--- config.mk ---
export PLATFORM = sky130hd
export DESIGN_NAME = instrDecoder
export DESIGN_NICKNAME = d
export VERILOG_FILES = /design/src/tinyCore_defines.svh /design/src/tinyCorePkg.sv /design/src/instrDecoder.sv
export SDC_FILE = /design/constraint.sdc
export NUM_CORES = 1
export LEC_CHECK = 0
export BUFFER_PORTS_ARGS = -buffer_cell sky130_fd_sc_hd__buf_2
export CORE_AREA = 3 3 81 83
export DETAILED_ROUTE_END_ITERATION = 8
export DIE_AREA = 0 0 84 86
export PLACE_DENSITY = 0.83
export SYNTH_ARGS = -nofsm -noshare
export SYNTH_HDL_FRONTEND = slang
export SYNTH_SLANG_ARGS = --single-unit
--- constraint.sdc ---
create_clock -name vclk -period 3.1
set_clock_uncertainty 0.15 [all_clocks]
set_input_delay 0.93 -clock vclk [all_inputs]
set_output_delay 0.93 -clock vclk [all_outputs]
set_load 0.01 [all_outputs]
--- src/tinyCore_defines.svh ---
`ifndef TINYCORE_DEFINES_SVH
`define TINYCORE_DEFINES_SVH

// Address of the first instruction after reset.
`define TINYCORE_RESET_VECTOR 32'd0

// Program memory holds 2**N words.
`define TINYCORE_PMEM_DEPTH_LOG2 8

`endif

--- src/tinyCorePkg.sv ---
package tinyCorePkg;

    // Instruction layout.
    // [31:30] operand kind, [29:28] memory mode, [27:24] Z, [23:20] X.
    // Kinds XYI, XIY, IXY: [19:16] Y, [15:12] op, [11:0] signed immediate.
    // Kind ZXI: Y and op are zero, [19:0] signed immediate.

    typedef logic signed [31:0] word_t;

    typedef logic [3:0] regIdx_t;

    // Comparisons and bit test return all ones for true.
    typedef enum logic [3:0] {
        OP_OR, OP_AND, OP_XOR, OP_ASR, OP_ADD, OP_MUL, OP_EQ, OP_LT,
        OP_ORN, OP_ANDN, OP_PACK, OP_LSR, OP_SUB, OP_SHL, OP_BTST, OP_GE
    } aluOp_t;

    // Order of X, Y and immediate as A, B, C.
    typedef enum logic [1:0] {
        XYI,
        XIY,
        IXY,
        ZXI
    } operandKind_t;

    typedef enum logic [1:0] {
        REG_WRITE,
        STORE_Z_AT_RESULT,
        STORE_RESULT_AT_Z,
        LOAD
    } memMode_t;

endpackage

--- src/instrDecoder.sv ---
`timescale 1ns/100ps

module instrDecoder (
    input  tinyCorePkg::word_t    insn,
    output tinyCorePkg::regIdx_t  idxZ,
    output tinyCorePkg::regIdx_t  idxX,
    output tinyCorePkg::regIdx_t  idxY,
    output tinyCorePkg::aluOp_t   op,
    output tinyCorePkg::memMode_t mode,
    input  tinyCorePkg::word_t    regX,
    input  tinyCorePkg::word_t    regY,
    output tinyCorePkg::word_t    opA,
    output tinyCorePkg::word_t    opB,
    output tinyCorePkg::word_t    opC,
    output logic                  isJump
);
    import tinyCorePkg::*;

    operandKind_t kind;
    word_t        imm;

    assign kind = operandKind_t'(insn[31:30]);
    assign mode = memMode_t'(insn[29:28]);
    assign idxZ = insn[27:24];
    assign idxX = insn[23:20];

    // Long immediate form drops Y and op.
    always_comb begin
        if (kind == ZXI) begin
            idxY = 4'd0;
            op   = OP_OR;
            imm  = {{12{insn[19]}}, insn[19:0]};
        end else begin
            idxY = insn[19:16];
            op   = aluOp_t'(insn[15:12]);
            imm  = {{20{insn[11]}}, insn[11:0]};
        end
    end

    always_comb begin
        case (kind)
            XYI: begin
                opA = regX;
                opB = regY;
                opC = imm;
            end
            XIY: begin
                opA = regX;
                opB = imm;
                opC = regY;
            end
            IXY: begin
                opA = imm;
                opB = regX;
                opC = regY;
            end
            default: begin
                opA = '0;
                opB = regX;
                opC = imm;
            end
        endcase
    end

    // Writing r15 redirects the fetch.
    assign isJump = (idxZ == 4'd15) && (mode == REG_WRITE || mode == LOAD);

endmodule

Word-level counts from Yosys, hierarchy flattened
Cells that the tools add are included.
W data, S select, Z words.
{"block": "word_totals", "reg_bits": 0, "latch_bits": 0, "ram_bits": 0, "romBits": 0, "inputBits": 96, "output_inout_bits": 115, "word_cells": 17, "n_memories": 0}
{"block": "classes", "add_sub_neg": 0, "multipliers": 0, "div_mod_pow": 0, "order_cmp": 0, "eq_ne": 5, "shifts": 0, "mux": 6, "bitwise": 0, "reduce_logical": 6}
{"op": "$pmux W32 S2", "count": 2}
{"op": "$mux W32", "count": 2}
{"op": "$mux W4", "count": 2}
{"op": "$eq A2 B2 Y1 const B", "count": 3}
{"op": "$eq A4 B4 Y1 const B", "count": 1}
{"op": "$logic_not A2 Y1", "count": 2}
{"op": "$reduce_or A2 Y1", "count": 2}
{"op": "$eq A2 B1 Y1 const B", "count": 1}
{"op": "$logic_and A1 B1 Y1", "count": 1}
{"op": "$logic_or A1 B1 Y1", "count": 1}

Logic depth before layout (Yosys ltp)
{"block": "logic_depth", "depth_word": 3, "ltp_mapped": 6, "ltp_nobuf": 4}

Least setup slack after synthesis
OpenSTA, ideal clock, no wires.
{"block": "synth_timing", "path_kind": "input to output", "start": "input insn[31]", "end": "output opC[10]", "arrival_ns": 1.998, "required_ns": 2.020, "setup_slack_ns": 0.022, "stages": 5, "n_path_buf": 2, "path_cell_list": "inv_1 > ha_1 > buf_2 > buf_2 > mux2_2"}
{"block": "synth_via", "elab_chain_cells": 3, "elab_cells_between_ends": 4, "cone_classes": "eq/ne: 2; mux: 1; reduce/logical: 1"}
{"element": "from (decl)", "line": "instrDecoder.sv:4", "source": "input tinyCorePkg::word_t insn,"}
{"element": "$eq A2 B2 Y1 or $eq A2 B1 Y1 (tied branches)", "line": "instrDecoder.sv:41", "source": "case (kind)"}
{"element": "$reduce_or A2 Y1 (no source line) *"}
{"element": "$mux W32 *", "line": "instrDecoder.sv:41"}
{"element": "to (decl)", "line": "instrDecoder.sv:14", "source": "output tinyCorePkg::word_t opC,"}
Mark *: on every way between the ends. The rest lies on a longest branch, timed or not.

Worst setup path in the final report
{"block": "layout_timing", "start": "input insn[30]", "end": "output opB[23]"}
{"block": "layout_via", "elab_chain_cells": 3, "elab_cells_between_ends": 5, "cone_classes": "eq/ne: 2; mux: 2; reduce/logical: 1"}
{"element": "$eq A2 B2 Y1", "line": "instrDecoder.sv:29", "source": "if (kind == ZXI) begin"}
{"element": "$mux W32", "line": "instrDecoder.sv:29"}
{"element": "$pmux W32 S2 *", "line": "instrDecoder.sv:41"}
{"element": "to (decl)", "line": "instrDecoder.sv:13", "source": "output tinyCorePkg::word_t opB,"}
Marked as above.

==> impl_metrics.py <==
metrics = {
    "timing": {
        "setup_slack_ns": -0.136,
        "slew_headroom_pct": 80.9,
        "rsz0062_at_grt": "yes",
        "fmax_ghz": 0.309,
        "slew_viol_final": 0,
        "whs_ns": 1.71,
        "min_period_ns": 3.24,
        "finalSetupViolations": 40,
        "hold_viol_final": 0,
        "worstMarginPinSlew_ns": 0.287,
        "period_share_pct": 104,
    },
    "flow_run": {
        "cap_violations": 0,
    },
    "setup_path": {
        "worst-path-max-fanout": 7,
        "end_kind": "primary output",
        "cp.required_ns": 2.02,
        "worstPathArrival_ns": 2.16,
        "path_class": "input pin to primary output",
        "crit_path_start_kind": "input pin",
    },
    "grt": {
        "grt-ovfl-total": 0,
        "grt_first_pass_wirelength_um": 13700,
        "grt_max_degree": 27,
        "track_usage_pct": 22.5,
        "antenna_found_initial": 0,
        "first_global_vias": 2799,
    },
    "outcome": {
        "status": "finished with violations",
        "violations": "setup timing",
    },
    "synthesis": {
        "yosysWarnings": 0,
        "netlist_area_um2": 1880,
        "synth_nets": 396,
        "avgSynthCellArea_um2": 6.37,
        "syn_inst": 295,
        "yosys.cell_types.count": 27,
        "synth-seq-area-share_pct": 0,
    },
    "layout": {
        "nClkBuffers": 0,
        "diodes": 0,
        "fin_nets": 600,
        "mostFrequentLayoutCells": "buf_2 (192), nand2_1 (50), inv_1 (20), nor2b_1 (20), buf_6 (19)",
        "ff_latch_area_um2": 0,
        "drive_gt1_share_pct": 62.8,
        "stdcell_count": 572,
        "syn2layout_area_growth_pct": 92.0,
        "n_sequential_cell": 0,
        "fin_util_pct": 61.0,
        "final_common_cell": "buf_2",
    },
    "place": {
        "place_inst": 557,
        "place_congestion": 0.923,
        "portBuffers": 203,
        "hpwl_um": 6960,
    },
    "min_path": {
        "hold_path_class": "input pin to primary output",
    },
    "routing": {
        "avgRoutedWirePerCell_um": 16.5,
        "drt_wl_total_um": 9450,
        "via_per_inst": 5.29,
        "dr.first_iter.drc_count": 92,
        "ant_nets": 0,
        "drc": 0,
        "first_pass_iters": 5,
        "dr_total_vias": 3024,
    },
    "power": {
        "p_leak_nw": 1.84,
        "max-vdd-ir-drop_uv": 95.9,
        "p_per_area_nw_per_um2": 200,
    },
    "floorplan": {
        "die_h_um": 86,
        "die-area_um2": 7220,
        "ios": 211,
        "die_w_um": 84,
        "initial_core_util_pct": 31.8,
        "rows": 28,
        "core_um2": 5920,
    },
}
-- through the flow --
step | area, um^2 | worst slack (ns) | power [mW] | setup TNS, ns
after detailed placement | 3030 | -0.287 | 0.586 | -13.83
after floorplan | 1880 | 0.0217 | 0.322 | 0
after CTS | 3370 | -0.127 | 0.666 | -4.21
after global placement | 3030 | -0.217 | 0.575 | -11.96
after global routing | 3610 | -0.172 | 0.774 | -4.62
final | 3610 | -0.136 | 0.722 | -3.02
-- area by class of cell --
type                            instances  area (um^2)
Fill cell                             522         2310
Inverter                               23         92.6
Multi-Input combinational cell        230         1800
Tap cell                               75         93.8
Timing Repair inverter                  1         7.51
Timing Repair Buffer                  243         1620
-- metal layers --
layer	track usage (%)	routed length [um]
met4	5.70	212
met3	2.69	657
met2	47.0	5250
met1	23.3	3330
met5	0	0
-- power by group --
part	switching, mW	internal (mW)	leakage [nW]	total [mW]
registers	0	0	0	0
clock network	0	0	0	0
logic	0.356	0.366	1.84	0.722
total	0.356	0.366	1.84	0.722
-- path summary, 6_finish.rpt --
kind / slack (ns) / depth (start not counted) / startpoint / to
max: -0.14 / 8 / insn[30] / opB[23]
min: 1.71 / 0 / insn[22] / idxX[2]
-- kinds of logic (layout without fill, tap and decap cells) --
group	count (synthesis)	in the layout	share of synthesized area, %
mux	27	27	17.5
xor+xnor	1	1	0.466
simple gates	106	106	27.6
fa+ha+maj	5	5	3.33
buf+inv	65	267	17.6
compound gates	91	91	33.5
-- critical path: stages --
cell and delay [ns]:
buf_12 0.11, ha_4 0.17, buf_12 0.15, mux2i_4 0.18, buf_12 0.15, buf_12 0.13
o221ai_2 0.16, buf_2 0.16
-- synth_stat cells --
cell,instances,area share [%]
o21bai_1,1,0.40
a21oi_1,12,3.2
o21ai_1,16,4.3
nand3b_1,1,0.40
nand2b_1,12,4.0
nor2b_1,20,6.7
mux2_4,6,4.8
o221ai_1,6,2.8
nand3_1,12,3.2
nand4_1,1,0.33
mux2_2,20,12
ha_1,5,3.3
buf_2,18,4.8
and2_1,7,2.3
nor2_1,2,0.40
nand2_1,50,10
buf_4,13,5.2
xor2_1,1,0.47
buf_6,2,1.2
or2_1,1,0.33
a221o_1,7,3.7
o21ai_0,30,8.0
o221ai_2,7,5.6
mux2i_2,1,0.73
clkbuf_1,9,1.8
inv_1,23,4.6
a32oi_1,12,5.6
-- timing repair --
action,4_1_cts,5_1_grt
setup buffers,5,3
hold buffers,0,0
pin swaps,3,19
resized for setup,51,56
cloned,5,4
setup endpoints to repair,96,90
Note: power is estimated with default switching activity, not from simulation.
