$ cat src/tinyCore_defines.svh
`ifndef TINYCORE_DEFINES_SVH
`define TINYCORE_DEFINES_SVH

// Address of the first instruction after reset.
`define TINYCORE_RESET_VECTOR 32'd0

// Program memory holds 2**N words.
`define TINYCORE_PMEM_DEPTH_LOG2 8

`endif

$ cat src/tinyCorePkg.sv
package tinyCorePkg;

    // Instruction layout.
    // [31:30] operand kind, [29:28] memory mode, [27:24] Z, [23:20] X.
    // Kinds XYI, XIY, IXY: [19:16] Y, [15:12] op, [11:0] signed immediate.
    // Kind ZXI: Y and op are zero, [19:0] signed immediate.

    typedef logic signed [31:0] word_t;

    typedef logic [3:0] regIdx_t;

    // Comparisons and bit test return all ones for true.
    typedef enum logic [3:0] {
        OP_OR, OP_AND, OP_XOR, OP_ASR, OP_ADD, OP_MUL, OP_EQ, OP_LT,
        OP_ORN, OP_ANDN, OP_PACK, OP_LSR, OP_SUB, OP_SHL, OP_BTST, OP_GE
    } aluOp_t;

    // Order of X, Y and immediate as A, B, C.
    typedef enum logic [1:0] {
        XYI,
        XIY,
        IXY,
        ZXI
    } operandKind_t;

    typedef enum logic [1:0] {
        REG_WRITE,
        STORE_Z_AT_RESULT,
        STORE_RESULT_AT_Z,
        LOAD
    } memMode_t;

endpackage

$ cat src/aluPipe.sv
`timescale 1ns/100ps

module aluPipe (
    input  logic                clk,
    input  logic                reset_n,
    input  logic                start,
    input  tinyCorePkg::aluOp_t op,
    input  tinyCorePkg::word_t  opA,
    input  tinyCorePkg::word_t  opB,
    input  tinyCorePkg::word_t  opC,
    output logic                done,
    output tinyCorePkg::word_t  result
);
    import tinyCorePkg::*;

    aluOp_t opS1;
    word_t  aS1;
    word_t  bS1;
    word_t  cS1;
    word_t  abS2;
    word_t  cS2;
    word_t  sumS3;
    logic   validS1;
    logic   validS2;
    logic   validS3;

    always_ff @(posedge clk) begin
        if (!reset_n) begin
            validS1 <= 1'b0;
            validS2 <= 1'b0;
            validS3 <= 1'b0;
            done    <= 1'b0;
        end else begin
            validS1 <= start;
            validS2 <= validS1;
            validS3 <= validS2;
            done    <= validS3;
        end
    end

    always_ff @(posedge clk) begin
        opS1 <= op;
        aS1  <= opA;
        bS1  <= opB;
        cS1  <= opC;
        cS2  <= cS1;
        case (opS1)
            OP_OR:   abS2 <= aS1 | bS1;
            OP_AND:  abS2 <= aS1 & bS1;
            OP_XOR:  abS2 <= aS1 ^ bS1;
            OP_ASR:  abS2 <= aS1 >>> bS1;
            OP_ADD:  abS2 <= aS1 + bS1;
            OP_MUL:  abS2 <= aS1 * bS1;
            OP_EQ:   abS2 <= {32{aS1 == bS1}};
            OP_LT:   abS2 <= {32{aS1 < bS1}};
            OP_ORN:  abS2 <= aS1 | ~bS1;
            OP_ANDN: abS2 <= aS1 & ~bS1;
            OP_PACK: abS2 <= {aS1[19:0], bS1[11:0]};
            OP_LSR:  abS2 <= aS1 >> bS1;
            OP_SUB:  abS2 <= aS1 - bS1;
            OP_SHL:  abS2 <= aS1 << bS1;
            OP_BTST: abS2 <= {32{(aS1 & (32'sd1 << bS1)) != '0}};
            default: abS2 <= {32{aS1 >= bS1}};
        endcase
        sumS3  <= abS2 + cS2;
        result <= sumS3;
    end

    // Fixed latency in both directions.
    assert property (@(posedge clk) disable iff (!reset_n) start |-> ##4 done);
    assert property (@(posedge clk) disable iff (!reset_n) done |-> $past(start, 4));
    assert property (@(posedge clk) disable iff (!reset_n) !$isunknown(done));

endmodule

$ cat config.mk
export PLATFORM = sky130hd
export DESIGN_NAME = aluPipe
export DESIGN_NICKNAME = d
export VERILOG_FILES = /design/src/tinyCore_defines.svh /design/src/tinyCorePkg.sv /design/src/aluPipe.sv
export SDC_FILE = /design/constraint.sdc
export NUM_CORES = 2
export LEC_CHECK = 0
export BUFFER_PORTS_ARGS = -buffer_cell sky130_fd_sc_hd__buf_2
export CORE_MARGIN = 1
export CORE_UTILIZATION = 53
export CTS_CLUSTER_DIAMETER = 60
export DETAILED_ROUTE_END_ITERATION = 10
export PLACE_DENSITY = 0.77
export SLEW_MARGIN = 5
export SYNTH_ARGS = -nofsm -noshare
export SYNTH_HDL_FRONTEND = slang
export SYNTH_SLANG_ARGS = --single-unit
$ cat constraint.sdc
create_clock -name clk -period 12.85 [get_ports clk]
set_clock_uncertainty 0.1 [all_clocks]
set_input_delay 1.285 -clock clk [delete_from_list [all_inputs] [get_ports clk]]
set_output_delay 1.285 -clock clk [all_outputs]
set_load 0.02 [all_outputs]
; Yosys cells after proc, flatten, opt, wreduce, memory -nomap -nowiden
; Cells that the tools add are included.
[classes]
n_addsub = 3
multipliers = 1
div_mod_pow = 0
order_cmp = 2
eq_ne = 15
shift = 4
muxes = 1
bitwise_logic = 7
reduce_logical = 2
[op_table]
columns = cell, count
row1 = case mux 32 bit (15 select lines), 1
row2 = AND 32 bit, 3
row3 = adder 32 bit, 2
row4 = OR 32 bit, 2
row5 = == test 32 bit, 1
row6 = greater-or-equal comparator 32 bit, 1
row7 = < comparator 32 bit, 1
row8 = multiplier 32 x 32 -> 32 bit, 1
row9 = NOT 32 bit, 1
row10 = nonzero test 32 bit, 1
row11 = "<< shifter 1 x 32 -> 32 bit, first input constant", 1
row12 = << shifter 32 x 32 -> 32 bit, 1
row13 = right shift 32 x 32 -> 32 bit, 1
row14 = >>> shifter 32 x 32 -> 32 bit, 1
row15 = subtractor 32 bit, 1
row16 = bitwise XOR 32 bit, 1
row17 = "== test 4 bit, second input constant", 7
row18 = "== test 4 x 3 -> 1 bit, second input constant", 4
row19 = "== test 4 x 2 -> 1 bit, second input constant", 2
row20 = "== test 4 x 1 -> 1 bit, second input constant", 1
row21 = zero test 4 bit, 1
[word_totals]
register_bits = 232
latchBits = 0
ramBits = 0
mem_bits_ro = 0
in_bits = 103
out_inout_bits = 33
elab_cells = 47
n_memories = 0

; Longest topological paths before layout
[logic_depth]
depth_word = 4
mapped_depth = 34
ltp_nobuf = 28

; Least setup slack after synthesis
; OpenSTA, ideal clock, no wires.
[synth_timing]
path_type = reg2reg
from = reg bS1[2]
to = reg abS2[30]
t_arrival_ps = 8039
required_ps = 12628
setup_slack_ps = 4589
stages_incl_launch_ff = 30
path_buffers = 6
period_less_slack_ps = 8261
path_cell_list = dfxtp_1 buf_4 clkbuf_1 clkbuf_1 buf_1 clkbuf_1 clkbuf_1 and2_1 fa_1 fa_1 inv_1 fa_1 fa_1 inv_1 fa_1 fa_1 fa_1 fa_1 ha_1 a21oi_1 nor2b_1 o21ai_0 nand2b_1 and2_1 a211oi_1 o21bai_1 a21oi_1 o21ai_0 xor2_1 a221o_1
[synth_between]
elab_chain_cells = 4
[synth_lines]
columns = element, line_no
row1 = start: declaration, aluPipe.sv:18  ; word_t bS1;
row2 = start signal: assignment, aluPipe.sv:44  ; bS1 <= opB;
row3 = branches (longest 3 deep; another with multiplier 32 x 32 -> 32 bit), n/a
row4 = case mux 32 bit (15 select lines) (*), aluPipe.sv:47  ; case (opS1)
row5 = end signal: assignment, aluPipe.sv:48  ; OP_OR: abS2 <= aS1 | bS1;
row6 = end signal: assignment, aluPipe.sv:62  ; OP_BTST: abS2 <= {32{(aS1 & (32'sd1 << bS1)) != '0}};
row7 = end signal: assignment, aluPipe.sv:63  ; default: abS2 <= {32{aS1 >= bS1}};
row8 = end: declaration, aluPipe.sv:20  ; word_t abS2;
; Every way passes the cells marked *.
; A chain may end at the register's enable or synchronous reset.

; Final worst setup path
[layout_timing]
from = reg bS1[4]
to = reg abS2[31]
; Same word-level chain as after synthesis.

==> reports/metrics.cfg <==
[cts]
htree_levels = 1
clockBufferDepth = 3
cts_made_buffers = 29
cts_tree = built
insertion_delay_ns = 0.61
cts_setup_buffers = 0
holdBufCountCts = 0
clock-sinks = 232
root_buffer = clkbuf_16
clkTransAtPathRegs_ns = 0.06
cts-resized-gates = 0

[layout]
syn_to_final_growth_pct = 6.78
n_antenna_cell = 0
layout-drive-gt1-share = 0.0846
nets = 4564

[detailed_routing]
drt_iter0_markers = 4001
ant_nets = 0
num_vias = 29000
met3_length_mm = 15.6
routedWlPerCell_um = 26.4
highest_layer = met4
met2_length_mm = 49.9
first_pass_iters = 11
met1Wirelength_mm = 45.8
routed_via_density = 6.31
routed_wl_mm = 121
drcViolationCount = 4

[worst_setup_path]
r2r_end = abS2[31]
worstSetupPathType = flip-flop to flip-flop
r2r_setup_slack_ns = 4.43
worst-path-max-fanout = 30
worstRegToRegCells = 27
start_kind = flip-flop
r2r_start = bS1[4]
cp-end-kind = flip-flop
crit_required_ns = 13.21
crit_arrival_ns = 8.78
crit_path_end = abS2[31]
startpoint = bS1[4]

[run]
max-cap-violations = 0

[synthesis]
syn_area_sq_um = 31900
synth_commonest_cells = inv_1, fa_1, nand2_1
ys_seq_area_frac = 0.145
synth_warnings = 0
synth_seq_cells = 232
synth_area_per_cell_sq_um = 8.37
synth_largest_area_cell = fa_1
synthArstFlopShare = 0
synth-main-ff-cell = dfxtp_1
synth-edff-count = 0
synth_top_area_frac = 0.258
yosys.cell_count.top_type = inv_1
synth_nets = 4574
synth_cell_types = 88
syn_inst = 3816
netlist_top_cells_area = fa_1, dfxtp_1, ha_1, inv_1, and2_1

[floorplanning]
dieHeight_um = 247
die_w_um = 247
core_area_sq_um = 59200
rows = 89
ioPinCount = 136
start_util = 0.539
dieArea_sq_um = 61200

[timing]
slew_headroom = 0.184
min_period_ns = 8.42
layout_worst_path_cycle_share = 0.655
finalHoldViolCount = 0
tightest_slew_ns = 1.22
rsz0062_at_grt = false
drv_slew = 0
setup_viol = 0
fmax_mhz = 119
tns_ns = 0

[global_routing]
track_usage = 0.401
grt_pass1_wl_mm = 181
antenna_found_initial = 2
grt_pass1_vias = 28900
grt-ovfl-total = 0
grt_max_degree = 67

[run_status]
outcome = complete, but fails checks
failed_checks = design-rule violations

[place]
hpwl_mm = 89.6
globalplace.congestion = 1.09
port_buffers = 135

[hold_path]
worstHoldStart = sumS3[9]
hp-class = flip-flop to flip-flop

==> critical path, stage by stage, from the launching register on <==
cell	delay [ns]
dfxtp_2	0.31
buf_4	0.38
inv_1	0.31
nor2_1	0.21
fa_1	0.46
fa_1	0.46
fa_1	0.49
inv_1	0.05
fa_1	0.53
inv_1	0.04
ha_1	0.27
ha_1	0.29
fa_1	0.48
inv_1	0.05
fa_1	0.48
inv_1	0.04
ha_1	0.29
o21ai_0	0.11
nor2_1	0.16
a41oi_1	0.20
o21ai_0	0.54
a211oi_1	0.31
o311ai_0	0.92
a211oi_1	0.22
o21bai_1	0.19
a21oi_1	0.09
xnor2_1	0.16
o21ai_1	0.08
==> through the flow <==
step                      setup WS, ns  cell area [sq um]   util  cells  hold slack, ns
final                             4.43              34100  0.575   4601           0.225
after global routing              4.04              34100  0.575   4601           0.228
after floorplan                   4.59              31900      -   3816           0.210
after global placement            4.82              33100  0.559   4548           0.210
after CTS                         4.67              34100  0.575   4601           0.225
after detailed placement          4.71              33100  0.559   4548           0.212
==> kinds of logic after synthesis <==
logic type	after synthesis	synth area share
flops	232	0.145
buf+inv	757	0.0918
compound gates	789	0.159
xor+xnor	176	0.0483
simple gates	1121	0.172
fa+ha+maj	655	0.353
mux	86	0.0292
==> placed cells by master (no fill, tap or decap), types with 39 or more instances in the layout <==
cell / instances
and2_1: 298
fa_1: 411
mux2i_1: 66
ha_1: 244
nor2_1: 271
a211oi_1: 56
o21ai_0: 174
nand2b_1: 39
inv_1: 496
nor3_1: 65
nand2_1: 306
xnor2_1: 138
a21oi_1: 245
buf_2: 135
buf_4: 82
dfxtp_1: 224
==> layout make-up <==
cell class                 instances  area, sq um
timing repair buffer             217         1290
inverter                         499         1870
clock inverter                    17          153
clock buffer                      36          792
tap                              773          967
multi-input combinational       2827        24300
fill                            5458        25200
sequential                       232         4660
==> worst min-delay path by stage <==
| stage | slack, ns | cells past startpoint | to |
|---|---|---|---|
| final | 0.23 | 0 | result[9] |
| after global routing | 0.23 | 0 | result[0] |
| after CTS | 0.23 | 0 | result[3] |
| after detailed placement | 0.21 | 0 | result[10] |
| after global placement | 0.21 | 0 | result[21] |
| after floorplan | 0.21 | 0 | cS2[0] |
==> per-layer routing <==
| metal | vias to the layer above | GRT usage |
|---|---|---|
| met4 | 0 | 0.261 |
| met5 | - | 0 |
| met1 | 14000 | 0.516 |
| met2 | 2011 | 0.585 |
| met3 | 554 | 0.118 |
| li1 | 12500 | - |
==> sequential cells by signal, summed over array words and instances, names as in the netlist <==
register	count
done	1
validS1	1
sumS3	32
abS2	32
bS1	32
cS1	32
aS1	32
cS2	32
result	32
validS3	1
validS2	1
opS1	4
Power is left out: the tool's default activity adds up to more than one toggle a clock period on the data nets, which glitch-free logic cannot reach.
