File: config.mk
export PLATFORM = sky130hd
export DESIGN_NAME = coreControl
export DESIGN_NICKNAME = d
export VERILOG_FILES = /design/src/tinyCorePkg.sv /design/src/coreControl.sv
export VERILOG_INCLUDE_DIRS = /design/src /design/src/src
export SDC_FILE = /design/constraint.sdc
export NUM_CORES = 1
export LEC_CHECK = 0
export BUFFER_PORTS_ARGS = -buffer_cell sky130_fd_sc_hd__buf_2
export CAP_MARGIN = 20
export CORE_MARGIN = 3
export CORE_UTILIZATION = 43
export DETAILED_ROUTE_END_ITERATION = 8
export PLACE_DENSITY_LB_ADDON = 0.12
export SYNTH_ARGS = -nofsm -noshare
export SYNTH_HDL_FRONTEND = slang
export SYNTH_SLANG_ARGS = --single-unit
File: constraint.sdc
create_clock -name clk -period 3.14 [get_ports clk]
set_input_delay 0.157 -clock clk [delete_from_list [all_inputs] [get_ports clk]]
set_output_delay 0.157 -clock clk [all_outputs]
set_load 0.005 [all_outputs]
File: src/tinyCore_defines.svh
`ifndef TINYCORE_DEFINES_SVH
`define TINYCORE_DEFINES_SVH

// Address of the first instruction after reset.
`define TINYCORE_RESET_VECTOR 32'd0

// Program memory holds 2**N words.
`define TINYCORE_PMEM_DEPTH_LOG2 8

`endif

File: src/tinyCorePkg.sv
package tinyCorePkg;

    // Instruction layout.
    // [31:30] operand kind, [29:28] memory mode, [27:24] Z, [23:20] X.
    // Kinds XYI, XIY, IXY: [19:16] Y, [15:12] op, [11:0] signed immediate.
    // Kind ZXI: Y and op are zero, [19:0] signed immediate.

    typedef logic signed [31:0] word_t;

    typedef logic [3:0] regIdx_t;

    // Comparisons and bit test return all ones for true.
    typedef enum logic [3:0] {
        OP_OR, OP_AND, OP_XOR, OP_ASR, OP_ADD, OP_MUL, OP_EQ, OP_LT,
        OP_ORN, OP_ANDN, OP_PACK, OP_LSR, OP_SUB, OP_SHL, OP_BTST, OP_GE
    } aluOp_t;

    // Order of X, Y and immediate as A, B, C.
    typedef enum logic [1:0] {
        XYI,
        XIY,
        IXY,
        ZXI
    } operandKind_t;

    typedef enum logic [1:0] {
        REG_WRITE,
        STORE_Z_AT_RESULT,
        STORE_RESULT_AT_Z,
        LOAD
    } memMode_t;

endpackage

File: src/coreControl.sv
`timescale 1ns/100ps
`include "tinyCore_defines.svh"

module coreControl (
    input  logic                  clk,
    input  logic                  reset_n,
    input  logic                  halt,
    output tinyCorePkg::word_t    fetchAddr,
    input  tinyCorePkg::word_t    fetchData,
    output tinyCorePkg::word_t    insn,
    input  tinyCorePkg::memMode_t mode,
    input  logic                  isJump,
    output logic                  aluStart,
    output tinyCorePkg::word_t    nextPc,
    input  logic                  aluDone,
    input  tinyCorePkg::word_t    aluResult,
    input  tinyCorePkg::word_t    regZ,
    output logic                  regWriteEn,
    output tinyCorePkg::word_t    regWriteData,
    output tinyCorePkg::word_t    dataAddr,
    output tinyCorePkg::word_t    dataOut,
    output logic                  dataWrite,
    output logic                  dataStrobe,
    input  tinyCorePkg::word_t    dataIn
);
    import tinyCorePkg::*;

    typedef enum logic [2:0] {
        FETCH_ADDR,
        FETCH_DATA,
        EXEC_START,
        EXEC_WAIT,
        MEM_SETUP,
        MEM_ACCESS,
        WRITE_BACK
    } state_t;

    state_t state;
    word_t  pc;
    word_t  resultReg;
    word_t  loadWord;
    logic   isStore;
    logic   isLoad;

    assign isStore = (mode == STORE_Z_AT_RESULT) || (mode == STORE_RESULT_AT_Z);
    assign isLoad  = (mode == LOAD);

    // Halt is only honoured between instructions.
    always_ff @(posedge clk) begin
        if (!reset_n) begin
            state <= FETCH_ADDR;
            pc    <= `TINYCORE_RESET_VECTOR;
        end else begin
            case (state)
                FETCH_ADDR: begin
                    if (!halt) begin
                        state <= FETCH_DATA;
                    end
                end
                FETCH_DATA: state <= EXEC_START;
                EXEC_START: state <= EXEC_WAIT;
                EXEC_WAIT: begin
                    if (aluDone) begin
                        state <= MEM_SETUP;
                    end
                end
                MEM_SETUP:  state <= MEM_ACCESS;
                MEM_ACCESS: state <= WRITE_BACK;
                WRITE_BACK: begin
                    state <= FETCH_ADDR;
                    pc    <= isJump ? regWriteData : nextPc;
                end
                default:    state <= FETCH_ADDR;
            endcase
        end
    end

    always_ff @(posedge clk) begin
        if (state == FETCH_ADDR) begin
            nextPc <= pc + 32'sd1;
        end
        if (state == FETCH_DATA) begin
            insn <= fetchData;
        end
        if (state == EXEC_WAIT && aluDone) begin
            resultReg <= aluResult;
        end
        if (state == MEM_ACCESS) begin
            loadWord <= dataIn;
        end
    end

    assign fetchAddr    = pc;
    assign aluStart     = (state == EXEC_START);
    assign regWriteData = isLoad ? loadWord : resultReg;
    assign regWriteEn   = (state == WRITE_BACK) && !isStore && !isJump;

    // Result is the address except when it is the stored value.
    assign dataAddr   = (mode == STORE_RESULT_AT_Z) ? regZ : resultReg;
    assign dataOut    = (mode == STORE_Z_AT_RESULT) ? regZ : resultReg;
    assign dataWrite  = isStore && (state == MEM_ACCESS);
    assign dataStrobe = (isStore || isLoad) && (state == MEM_ACCESS);

    // Strobe lands in the memory access cycle, two cycles after the ALU finished.
    assert property (@(posedge clk) disable iff (!reset_n)
        dataStrobe |-> state == MEM_ACCESS && $past(aluDone, 2));

endmodule

# Yosys cells after proc, flatten, opt, wreduce, memory -nomap -nowiden
# Cells that the tools add are included.
# classes
add_sub_neg	1
eq_ne	11
muxes	7
n_reduce_logical	11
# ops
op	count
32-bit two-way mux	4
32-bit by 2-bit adder with 32-bit output, second input constant	1
3-bit one-hot mux with 6 select lines	1
3-bit == test, second input constant	3
3-bit by 2-bit == test with 1-bit output, second input constant	2
3-bit two-way mux	2
1-bit logical AND	5
2-bit == test, second input constant	2
2-bit inequality test, second input constant	2
3-bit by 1-bit == test with 1-bit output, second input constant	1
3-bit logical NOT	1
2-bit by 1-bit == test with 1-bit output, second input constant	1
1-bit logical NOT	2
1-bit logical OR	2
2-bit AND reduction	1
# totals
ff_bits	163
in_bits	135
out_inout_bits	196
word_cells	36

# Longest topological paths before layout
# Gate-level depths: netlist of the first run.
# logic_depth
word_depth	5
ltp_mapped	7

# Worst setup path before layout of the first run
# OpenSTA, ideal clock, no wires.
# synth_timing
path_type	reg-to-reg
start	register state[1]
end	register nextPc[0], enable pin
arrival_time_ps	2726
required_ps	2679
path_slack_ps	-47
path_stages_with_launch	3
path_buffers	1
period_less_slack_ps	3187
cell_sequence	dfxtp_1 > clkbuf_1 > nor3_1
# synth_between
elab_chain_len	1
# synth_rtl
item	line	rtl
start: declaration	coreControl.sv:38	state_t state;
start signal: assignment	coreControl.sv:51	state <= FETCH_ADDR;
start signal: assignment	coreControl.sv:57	state <= FETCH_DATA;
start signal: assignment	coreControl.sv:60	FETCH_DATA: state <= EXEC_START;
3-bit logical NOT	coreControl.sv:79	if (state == FETCH_ADDR) begin
end signal: assignment	coreControl.sv:80	nextPc <= pc + 32'sd1;
end: declaration	coreControl.sv:14	output tinyCorePkg::word_t nextPc,
# No other way between the ends.
# A chain may end at the register's enable or synchronous reset.

# Worst setup path after layout of the first run
# layout_timing
start	register state[2]
end	output port dataStrobe
# layout_between
elab_chain_len	2
# layout_rtl
item	line	rtl
3-bit == test	coreControl.sv:102	assign dataStrobe = (isStore || isLoad) && (state == MEM_ACCESS);
1-bit logical AND	coreControl.sv:102	
end: declaration	coreControl.sv:23	output logic dataStrobe,
# No other way between the ends.

==> summary.md, run 1 <==
| Metric | Value |
|---|---|
| Number of buffers inserted during clock tree synthesis | 17 |
| Fraction of layout instances using a drive strength above 1 | 48.0% |
| Die Span Y | 137 um |
| Synth Net Count | 668 |
| Largest fanout of any net on the critical path | 19 |
| Proportion of netlist area held by the largest area contributor | 52.4% |
| Path type of the worst setup path | register to output pin |
| Number of antenna violations at the first check in global routing | 0 |
| Vias/cell | 4.90 |
| CTS tree | yes |
| Die area | 18700 um2 |
| FF+latch count, synth | 163 |
| Dominant synthesized flop cell | edfxtp_1 |
| Worst clock skew on the final layout | 9.32 ps |
| # rows | 47 |
| IO Pins | 331 |
| Area of the mapped netlist | 7330 um2 |
| Worst supply voltage drop on vdd | 0.392 mV |
| Largest area contributor in the netlist | edfxtp_1 |
| Worst-skew pair later-pin latency | 420 ps |
| Count of clock tree sinks | 163 |
| Most numerous cell types in the synthesized netlist | 128 x edfxtp_1, 87 x mux2_2, 43 x nand2_1 |
| Area occupied by multi-input gates | 2660 um2 |
| Met2 demand-to-capacity share in global routing | 41.0% |
| Remaining number of nets flagged by the antenna check after routing | 0 |
| Status | complete, no violations |
| Synthesized area per cell | 13.9 um2 |
| Hold Slack | 62.6 ps |
| Cell count after synthesis | 528 |
| Number of H-tree levels | 4 |
| Worst setup SP type | register |
| Number of max-cap violations | 0 |
| Leak pwr | 4.59 nW |
| Routed wirelength normalized by instance count | 18.2 um |
| Count of fill cells added during filler insertion | 1292 |
| Pin slew with the least headroom to its limit | 961 ps |
| Antenna Cells | 0 |
| Final Hold Viols | 0 |
| Portion of the post-synthesis area used by sequential elements | 62.0% |
| Aggregate routed wire length | 21500 um |
| Unique cell type count in the Yosys netlist | 35 |
| Layer carrying the most global-route usage | met2 |
| R2R Path Start | fetchAddr[13] |
| Final #Nets | 1090 |
| Number of failing setup endpoints in the final timing report | 0 |
| Class of the most critical hold timing path | input port to register |
| Synth Warn # | 0 |
| Port Buffer Count | 330 |
| Number of violations reported at the end of detailed-routing iteration 0 | 188 |
| Wire length of the first global-routing pass | 31900 um |
| Kind of end point of the critical path | output pin |
| Relative slew slack | 35.9% |
| Library cell used as clock root buffer | clkbuf_16 |
| Cell with the most instances after synthesis | edfxtp_1 |
| DRC violation count after routing | 0 |
| Area taken by flip-flops and latches | 4540 um2 |
| Global router's overall resource usage | 22.6% |
| Effective utilization at floorplan | 44.0% |
| Pin count of the biggest net entering global routing | 38 |
| Fmax | 466 MHz |
| RSZ-0062 raised after global routing | false |
| Placed insts | 1054 |
| Pwr dens | 484 nW/um2 |
| Required time reported for the critical path endpoint | 2980 ps |
| Post-Layout Cell Count | 1183 |
| Largest cells by area after synthesis | edfxtp_1 52%, mux2_2 13%, dfxtp_1 9.6% |
| Met1 track demand over resource in global routing | 25.1% |
| Count of vias placed by the detailed router | 5792 |
| Number of max-slew violations in the final report | 0 |
| DP HPWL | 15100 um |
| Number of synthesized flops with an enable pin | 128 |
| Aggregate negative setup slack | 0 ps |
| Critical path origin | state[2] |
| Post-synth ARST share | 0% |
| Critical path data arrival time | 1990 ps |
| Launch instance of the worst min-delay path | aluDone |
| Vias in the first global route | 5976 |
| Share of the clock period used by the worst path after layout | 68.3% |
| Min cycle time layout | 2140 ps |
| Clock transition at the registers of the reported paths | 60 ps |
| Maximum buffer depth of the clock tree | 2 |
| # Post-CTS Setup Buffers | 0 |
| Leftover overflow at the end of global routing | 0 |
| Number of search-and-repair iterations in the first detailed-routing pass | 4 |
| Area of the core | 16600 um2 |
| Chip width | 137 um |
| Layout overhead on the synthesized area | 47.1% |
| Global routing usage on met3 | 7.72% |
| Routability congestion estimate | 0.763 |
==> flip-flops by register name (all words and copies together), names as in the netlist <==
| register | cells |
|---|---|
| fetchAddr | 32 |
| insn | 32 |
| loadWord | 32 |
| nextPc | 32 |
| resultReg | 32 |
| state | 3 |
==> critical path, stage by stage, from the launching register on <==
cell	delay, ps
dfxtp_1	490
nor2b_1	230
and2_2	540
nor2b_1	190
buf_2	120
==> per-stage QoR <==
step	setup slack, ps	util (%)	power (W)	cell area, um2
finish	996	64.8	0.00522	10800
global route	860	64.8	0.00541	10800
CTS	966	64.7	0.00526	10800
detailed placement	1100	55.2	0.00300	9190
global placement	1180	55.2	0.00298	9190
floorplan	948	-	0.00271	7340
==> logic make-up after synthesis <==
group | share of synthesized area (%)
xor+xnor | 3.58
simple gates | 9.85
buf+inv | 1.98
fa+ha+maj | 0.853
compound gates | 2.63
flops | 62.0
mux | 19.1
==> routing by layer <==
layer  wire [um]  vias up
li1            -     2786
met2       11300      214
met4         305        0
met1        8130     2776
met5           0        -
met3        1730       16
==> cell type report <==
type / instances / share of cell area (%)
sequential: 163 / 42.1
timing repair buffer: 433 / 24.8
multi-input combinational: 332 / 24.7
clock buffer: 18 / 3.98
tap: 220 / 2.55
clock inverter: 14 / 1.73
inverter: 3 / 0.104
==> power breakdown <==
part           leakage (nW)  internal, W  switching, W
Clock                 0.291      0.00133      0.000845
Combinational          2.81     0.000315      0.000251
Sequential             1.49      0.00243     0.0000472
==> path summary, 6_finish.rpt <==
| path | end | slack, ps | depth (start not counted) |
|---|---|---|---|
| max reg2reg | nextPc[31] | 1120 | 4 |
| min reg2reg | nextPc[0] | 530 | 1 |
| min | state[1] | 60 | 3 |
| max | dataStrobe | 1000 | 4 |
==> layout by cell type (no fill, tap or decap), types with 2 or more instances in the layout <==
master	synthesis	routed
ha_1	5	2
xnor2_1	26	26
edfxtp_1	128	128
and3_1	7	7
clkinv_2	0	2
mux2i_1	32	32
clkinv_4	0	2
dfxtp_1	35	35
mux2_2	87	87
clkinv_1	0	2
and4_1	2	2
xor2_1	4	4
inv_1	3	3
and2_1	37	36
nor2b_1	2	2
bufinv_16	0	4
mux2_1	9	9
buf_2	8	330
nor3_1	5	4
nor2_1	5	5
o21ai_0	33	33
dlygate4sd3_1	0	96
buf_4	1	6
nand3_1	9	9
nand2_1	43	43
clkinvlp_4	0	3
nand4_1	14	14
nand3_2	2	2
clkbuf_16	0	17
ha_2	0	3
==> timing repair <==
| item | in CTS | in global routing |
|---|---|---|
| endpoints found under the hold margin | 96 | 0 |
| gates resized for setup | 0 | 0 |
| hold buffers | 96 | 0 |
Note: power is estimated with default switching activity, not from simulation.
==> run 2, diff against run 1 <==
--- a/config.mk
+++ b/config.mk
@@ -6,6 +6,7 @@
 export SDC_FILE = /design/constraint.sdc
 export NUM_CORES = 1
 export LEC_CHECK = 0
+export ABC_AREA = 1
 export BUFFER_PORTS_ARGS = -buffer_cell sky130_fd_sc_hd__buf_2
 export CAP_MARGIN = 20
 export CORE_MARGIN = 3
==> constraint.sdc (replaced) <==
create_clock -name clk -period 1.7 [get_ports clk]
set_input_delay 0.085 -clock clk [delete_from_list [all_inputs] [get_ports clk]]
set_output_delay 0.085 -clock clk [all_outputs]
set_load 0.005 [all_outputs]
==> summary.md, run 2 <==
| Metric | Value |
|---|---|
| Proportion of netlist area held by the largest area contributor | 52.0% (-0.46 points) |
| Leftover overflow at the end of global routing | 0 (unchanged) |
| Min setup slack post-route | 98.7 ps (-898 ps) |
| Depth of the worst hold-timing path | 3 (unchanged) |
| CTS tree | yes |
| Synth Warn # | 0 (unchanged) |
| Path type of the worst setup path | register to output pin |
| # rows | 47 (unchanged) |
| Chip width | 137 um (+0.42%) |
| Aggregate routed wire length | 24400 um (+14%) |
| Share of the clock period used by the worst path after layout | 94.2% |
| Placement-stage worst setup slack | 113 ps (-983 ps) |
| DRC violation count after routing | 0 (unchanged) |
| Routability congestion estimate | 0.882 (+16%) |
| FF+latch count, synth | 163 (unchanged) |
| Class of the most critical hold timing path | input port to register |
| IO Pins | 331 (unchanged) |
| Library cell used as clock root buffer | clkbuf_16 |
| Pin count of the biggest net entering global routing | 65 (+71%) |
| Largest fanout of any net on the critical path | 19 (unchanged) |
| Launch instance of the worst min-delay path | reset_n |
| Count of fill cells added during filler insertion | 1403 (+8.6%) |
| Remaining number of nets flagged by the antenna check after routing | 0 (unchanged) |
| Critical path data arrival time | 1520 ps (-470 ps) |
| Antenna Cells | 0 (unchanged) |
| Proportion of power drawn by the clock network | 38.4% (-3.2 points) |
| Global router's overall resource usage | 25.5% (+2.9 points) |
| Final #Nets | 1362 (+25%) |
| Flop-to-flop setup slack | 130 ps (-990 ps) |
| Clock transition at the registers of the reported paths | 60 ps (about the same) |
| Largest cells by area after synthesis | edfxtp_1 52%, nand2_1 11%, dfxtp_1 9.5% |
| Most numerous cell types in the synthesized netlist | 225 x nand2_1, 128 x edfxtp_1, 127 x o21ai_0 |
| Unique cell type count in the Yosys netlist | 23 (-34%) |
| Min cycle time layout | 1600 ps |
| Fmax | 624 MHz |
| Leading cell type in the layout, fill and taps excluded | buf_2 |
| Largest area contributor in the netlist | edfxtp_1 |
| Portion of total power attributed to sequential cells | 48.8% (+1.3 points) |
| Highest-count cells in the layout ignoring fill and taps | 330 x buf_2, 225 x nand2_1, 128 x edfxtp_1, 127 x o21ai_0, 99 x dlygate4sd3_1 |
| Number of max-cap violations | 0 (unchanged) |
| Number of search-and-repair iterations in the first detailed-routing pass | 4 (unchanged) |
| Number of failing setup endpoints in the final timing report | 0 (unchanged) |
| Leak pwr | 4.87 nW (+6.0%) |
| Count of clock tree sinks | 163 (unchanged) |
| Number of antenna violations at the first check in global routing | 0 (unchanged) |
| Post-synth ARST share | 0% (unchanged) |
| Status | complete, no violations |
| Effective utilization at floorplan | 44.3% (+0.23 points) |
| Number of H-tree levels | 4 (unchanged) |
| Layout overhead on the synthesized area | 49.0% |
| Number of violations reported at the end of detailed-routing iteration 0 | 437 (+130%) |
| Routed wirelength normalized by instance count | 16.8 um (-7.6%) |
| Dominant synthesized flop cell | edfxtp_1 |
| Worst setup SP type | register |
| Die area | 18800 um2 (+0.84%) |
| Number of synthesized flops with an enable pin | 128 (unchanged) |
| R2R Path Start | fetchAddr[1] |
| Aggregate negative setup slack | 0 ps (unchanged) |
| Pwr dens | 879 nW/um2 (+82%) |
| Logic gate share of total power | 12.8% (+2.0 points) |
| Net switching power | 0.00233 W (+100%) |
| Worst clock skew on the final layout | 16.5 ps (+7.14 ps) |
| Relative slew slack | 62.6% (+27 points) |
| Die Span Y | 137 um (+0.42%) |
| Non-Filler Cell Area, Final | 11000 um2 (+2.1%) |
| Placed Area | 9440 um2 (+2.7%) |
| Vias/cell | 4.92 (+0.44%) |
| Internal Dissipation | 0.00735 W (+80%) |
| Number of max-slew violations in the final report | 0 (unchanged) |
| Number of buffers inserted during clock tree synthesis | 17 (unchanged) |
| Synth Net Count | 929 (+39%) |
| Endpoint, Worst Hold | state[0] |
| DP HPWL | 17700 um (+18%) |
| Cell with the most instances after synthesis | nand2_1 |
| Critical path origin | state[0] |
| Count of vias placed by the detailed router | 7155 (+24%) |
| Maximum buffer depth of the clock tree | 2 (unchanged) |
| Hold Slack | 178 ps (+116 ps) |
| Switching power share of the total | 24.1% (+2.2 points) |
| Worst-skew pair later-pin latency | 430 ps (about the same) |
| RSZ-0062 raised after global routing | false |
| Required time reported for the critical path endpoint | 1620 ps (-1360 ps) |
| Cell count after synthesis | 789 (+49%) |
| Endpoint of the worst-slack reg-to-reg timing path | nextPc[22] |
| Kind of end point of the critical path | output pin |
| Port Buffer Count | 330 (unchanged) |
| Area of the mapped netlist | 7400 um2 (+0.89%) |
| Wire length of the first global-routing pass | 36500 um (+14%) |
| Portion of the post-synthesis area used by sequential elements | 61.4% (-0.55 points) |
| Area of the core | 16700 um2 (+0.35%) |
| Fraction of layout instances using a drive strength above 1 | 33.0% (-15 points) |
| Pin slew with the least headroom to its limit | 561 ps (-400 ps) |
| Synthesized area per cell | 9.37 um2 (-32%) |
| Worst supply voltage drop on vdd | 0.797 mV (+100%) |
| Vias in the first global route | 6776 (+13%) |
| Depth of the worst register-to-register path | 8 (+4) |
| Final Hold Viols | 0 (unchanged) |
run 2: changes by cell type after synthesis, sizes merged, moves of 50 or more:
cell / previous run / this run
inv: 3 / 66
o21ai: 33 / 130
nand2: 43 / 230
mux2: 96 / 0
nor2: 5 / 55
a21oi: 1 / 66
run 2: kinds of logic after synthesis:
kind of cell	after synthesis	synth area share, %
DFF	163	61.4
buffers and inverters	103	5.48
and+or+nand+nor	307	17.2
adders and majority gates	5	0.846
xor gates and xnor gates	15	1.78
AOI/OAI and AO/OA	196	13.3
run 2: cell type report:
| type | count | area [um2] | share of cell area (%) |
|---|---|---|---|
| inverter | 66 | 248 | 2.25 |
| clock inverter | 13 | 135 | 1.23 |
| multi-input combinational | 523 | 2480 | 22.5 |
| clock buffer | 19 | 433 | 3.93 |
| timing repair buffer | 451 | 2900 | 26.3 |
| sequential | 163 | 4550 | 41.3 |
| tap | 220 | 275 | 2.50 |
run 2: critical path: stages (launching register included):
cell     delay [ps]
dfxtp_4         360
inv_1           110
nand3_2         110
buf_4           230
nor3_1          140
buf_2           140
run 2: power groups by stage:
| stage | logic, W | clock network (W) | registers (W) |
|---|---|---|---|
| after CTS | 0.00124 | 0.00378 | 0.00472 |
| after detailed placement | 0.00106 | 0 | 0.00480 |
| after global placement | 0.00104 | 0 | 0.00480 |
| final | 0.00124 | 0.00372 | 0.00472 |
| after global routing | 0.00137 | 0.00397 | 0.00474 |
| after floorplan | 0.000351 | 0 | 0.00479 |
run 2: timing repair:
| item | in CTS | in global routing |
|---|---|---|
| pin swaps | 1 | 1 |
| gates resized for setup | 1 | 5 |
| hold endpoints to repair | 100 | 0 |
| setup buffers | 1 | 0 |
| hold buffers | 99 | 0 |
| endpoints found under the setup margin | 2 | 4 |
run 2: worst max path at each step:
stage	end	cells past startpoint
2_1_floorplan	loadWord[0]	4
3_3_place_gp	nextPc[30]	8
3_5_place_dp	nextPc[22]	8
4_1_cts	dataWrite	7
5_1_grt	regWriteEn	5
6_report	regWriteEn	5
run 2: through the flow:
| stage | std cells | utilization, % | total power (W) |
|---|---|---|---|
| floorplan | 789 | - | 0.00514 |
| global placement | 1323 | 56.5 | 0.00585 |
| detailed placement | 1323 | 56.5 | 0.00586 |
| CTS | 1455 | 65.9 | 0.00974 |
| global route | 1455 | 66.0 | 0.0101 |
| finish | 1455 | 66.0 | 0.00968 |
run 2: routing by layer:
layer | part of all wire (%) | track usage [%] | vias up | wire length [um]
li1 | - | - | 3515 | -
met1 | 41 | 32.5 | 3326 | 10000
met2 | 50 | 43.0 | 290 | 12100
met3 | 8.1 | 6.80 | 24 | 1970
met4 | 1.3 | 6.71 | 0 | 309
met5 | 0 | 0 | - | 0
==> run 3, diff against run 2 <==
--- a/config.mk
+++ b/config.mk
@@ -11,6 +11,7 @@
 export CAP_MARGIN = 20
 export CORE_MARGIN = 3
 export CORE_UTILIZATION = 43
+export CTS_BUF_LIST = sky130_fd_sc_hd__clkbuf_8 sky130_fd_sc_hd__clkbuf_16
 export DETAILED_ROUTE_END_ITERATION = 8
 export PLACE_DENSITY_LB_ADDON = 0.12
 export SYNTH_ARGS = -nofsm -noshare
==> summary.md, run 3 (same netlist as run 2, synthesis figures left out) <==
| Metric | Value |
|---|---|
| Class of the most critical hold timing path | input port to register |
| Global router's overall resource usage | 25.5% (unchanged) |
| Relative slew slack | 62.5% (-0.095 points) |
| Wire length of the first global-routing pass | 36500 um (unchanged) |
| Area occupied by multi-input gates | 2480 um2 (unchanged) |
| Number of failing setup endpoints in the final timing report | 0 (unchanged) |
| DRC violation count after routing | 0 (unchanged) |
| RSZ-0062 raised after global routing | false |
| Remaining number of nets flagged by the antenna check after routing | 0 (unchanged) |
| Count of vias placed by the detailed router | 7150 (-0.070%) |
| CP delay by family, top | buffers and inverters |
| Leftover overflow at the end of global routing | 0 (unchanged) |
| Library cell used as clock root buffer | clkbuf_16 |
| Maximum buffer depth of the clock tree | 2 (unchanged) |
| Path type of the worst setup path | register to output pin |
| Number of buffers inserted during clock tree synthesis | 17 (unchanged) |
| Critical Path Max Stage Delay | 360 ps (about the same) |
| Routability congestion estimate | 0.882 (unchanged) |
| Leading cell type in the layout, fill and taps excluded | buf_2 |
| Die Span Y | 137 um (unchanged) |
| CTS tree | yes |
| Port Buffer Count | 330 (unchanged) |
| Effective utilization at floorplan | 44.3% (unchanged) |
| Share of the clock period used by the worst path after layout | 94.6% (+0.43 points) |
| Routed wirelength normalized by instance count | 16.8 um (+0.14%) |
| Number of violations reported at the end of detailed-routing iteration 0 | 449 (+2.7%) |
| Worst setup SP type | register |
| Count of clock tree sinks | 163 (unchanged) |
| Worst clock skew on the final layout | 16.5 ps (+0.0538 ps) |
| Status | complete, no violations |
| Flop-to-flop setup slack | 120 ps (about the same) |
| Area taken by flip-flops and latches | 4550 um2 (unchanged) |
| Pwr dens | 878 nW/um2 (about the same) |
| Number of antenna violations at the first check in global routing | 0 (unchanged) |
| Count of fill cells added during filler insertion | 1403 (unchanged) |
| IO Pins | 331 (unchanged) |
| Layout overhead on the synthesized area | 49.0% (unchanged) |
| Final Hold Viols | 0 (unchanged) |
| Leak pwr | 4.88 nW (+0.17%) |
| Total buffers and inverters traversed by the critical path | 3 (unchanged) |
| Cells along the critical path | inv_1, nand3_2, buf_4, nor3_1, buf_2 |
| Kind of end point of the critical path | output pin |
| Largest fanout of any net on the critical path | 19 (unchanged) |
| Min cycle time layout | 1610 ps (+7.24 ps) |
| Required time reported for the critical path endpoint | 1620 ps (about the same) |
| Die area | 18800 um2 (unchanged) |
| Worst supply voltage drop on vdd | 0.798 mV (about the same) |
| Number of search-and-repair iterations in the first detailed-routing pass | 4 (unchanged) |
| Pin slew with the least headroom to its limit | 562 ps (+1.43 ps) |
| Hold Slack | 181 ps (+2.95 ps) |
| Endpoint, Worst Hold | state[0] |
| Endpoint of the worst-slack reg-to-reg timing path | nextPc[22] |
| Worst-skew pair later-pin latency | 430 ps (about the same) |
| # rows | 47 (unchanged) |
| Launch instance of the worst min-delay path | reset_n |
| Depth of the worst hold-timing path | 3 (unchanged) |
| Antenna Cells | 0 (unchanged) |
| Number of max-slew violations in the final report | 0 (unchanged) |
| Fraction of layout instances using a drive strength above 1 | 33.0% (unchanged) |
| Vias/cell | 4.91 (about the same) |
| Final #Nets | 1362 (unchanged) |
| Vias in the first global route | 6776 (unchanged) |
| Highest-count cells in the layout ignoring fill and taps | 330 x buf_2, 225 x nand2_1, 128 x edfxtp_1, 127 x o21ai_0, 99 x dlygate4sd3_1 |
| Aggregate routed wire length | 24400 um (+0.14%) |
| Pin count of the biggest net entering global routing | 65 (unchanged) |
| Aggregate negative setup slack | 0 ps (unchanged) |
| Critical path data arrival time | 1520 ps (about the same) |
| Number of H-tree levels | 4 (unchanged) |
| Slowest cell on the critical path | dfxtp_4 |
| Clock transition at the registers of the reported paths | 60 ps (about the same) |
| Depth of the worst register-to-register path | 8 (unchanged) |
| R2R Path Start | fetchAddr[1] |
| DP HPWL | 17700 um (unchanged) |
| Fmax | 622 MHz (-0.45%) |
| Number of max-cap violations | 0 (unchanged) |
| Chip width | 137 um (unchanged) |
| Area of the core | 16700 um2 (unchanged) |
-- run 3: cell count changes in the layout (fill, tap and decap cells not counted), sizes merged --
cell / change
inv: +2
clkbuf: -2
-- run 3: worst max-delay path by stage --
stage	depth (start not counted)	endpoint	from	slack (ps)
after global routing	5	regWriteEn	state[0]	2
after global placement	8	nextPc[30]	fetchAddr[1]	180
final	5	regWriteEn	state[0]	90
after floorplan	4	loadWord[0]	state[0]	-230
after CTS	7	dataWrite	state[0]	20
after detailed placement	8	nextPc[22]	fetchAddr[1]	110
-- run 3: routing by layer --
layer	GRT usage, %	share of wire (%)	vias to the layer above
met5	0	0	-
met4	6.71	1.3	0
met3	6.80	7.7	25
met2	43.0	49	279
met1	32.5	42	3332
li1	-	-	3514
-- run 3: worst min-delay path: stages --
cell     delay [ps]
buf_2           290
nand2_1         150
nor2_1           40
-- run 3: area by class of cell --
| cell class | instances | share of cell area, % |
|---|---|---|
| clock inverters | 15 | 1.29 |
| repair buffers | 451 | 26.3 |
| flip-flops and latches | 163 | 41.3 |
| clock buffers | 17 | 3.86 |
| well taps | 220 | 2.50 |
| multi-input cells | 523 | 22.5 |
| inverters | 66 | 2.25 |
-- run 3: where the power goes --
group | switching, W | internal [W] | total (W) | leakage, nW
clock network | 0.00156 | 0.00214 | 0.00371 | 0.275
registers | 0.000134 | 0.00459 | 0.00472 | 1.50
logic | 0.000638 | 0.000606 | 0.00124 | 3.11
total | 0.00233 | 0.00734 | 0.00967 | 4.88
-- run 3: stage by stage --
step	util [%]	cells	area (um2)	power [W]	setup WS (ps)
2_1_floorplan	-	789	7410	0.00514	-235
3_3_place_gp	56.5	1323	9440	0.00585	180
3_5_place_dp	56.5	1323	9440	0.00586	113
4_1_cts	65.9	1455	11000	0.00973	24.4
5_1_grt	66.0	1455	11000	0.0101	1.64
6_report	66.0	1455	11000	0.00967	91.5
-- run 3: repair_timing --
action                     CTS  global route
pin swaps                    1             1
hold endpoints to repair   100             0
buffers inserted             1             0
resized for setup            1             5
hold buffers                99             0
setup endpoints to repair    2             4
gates cloned                 0             0
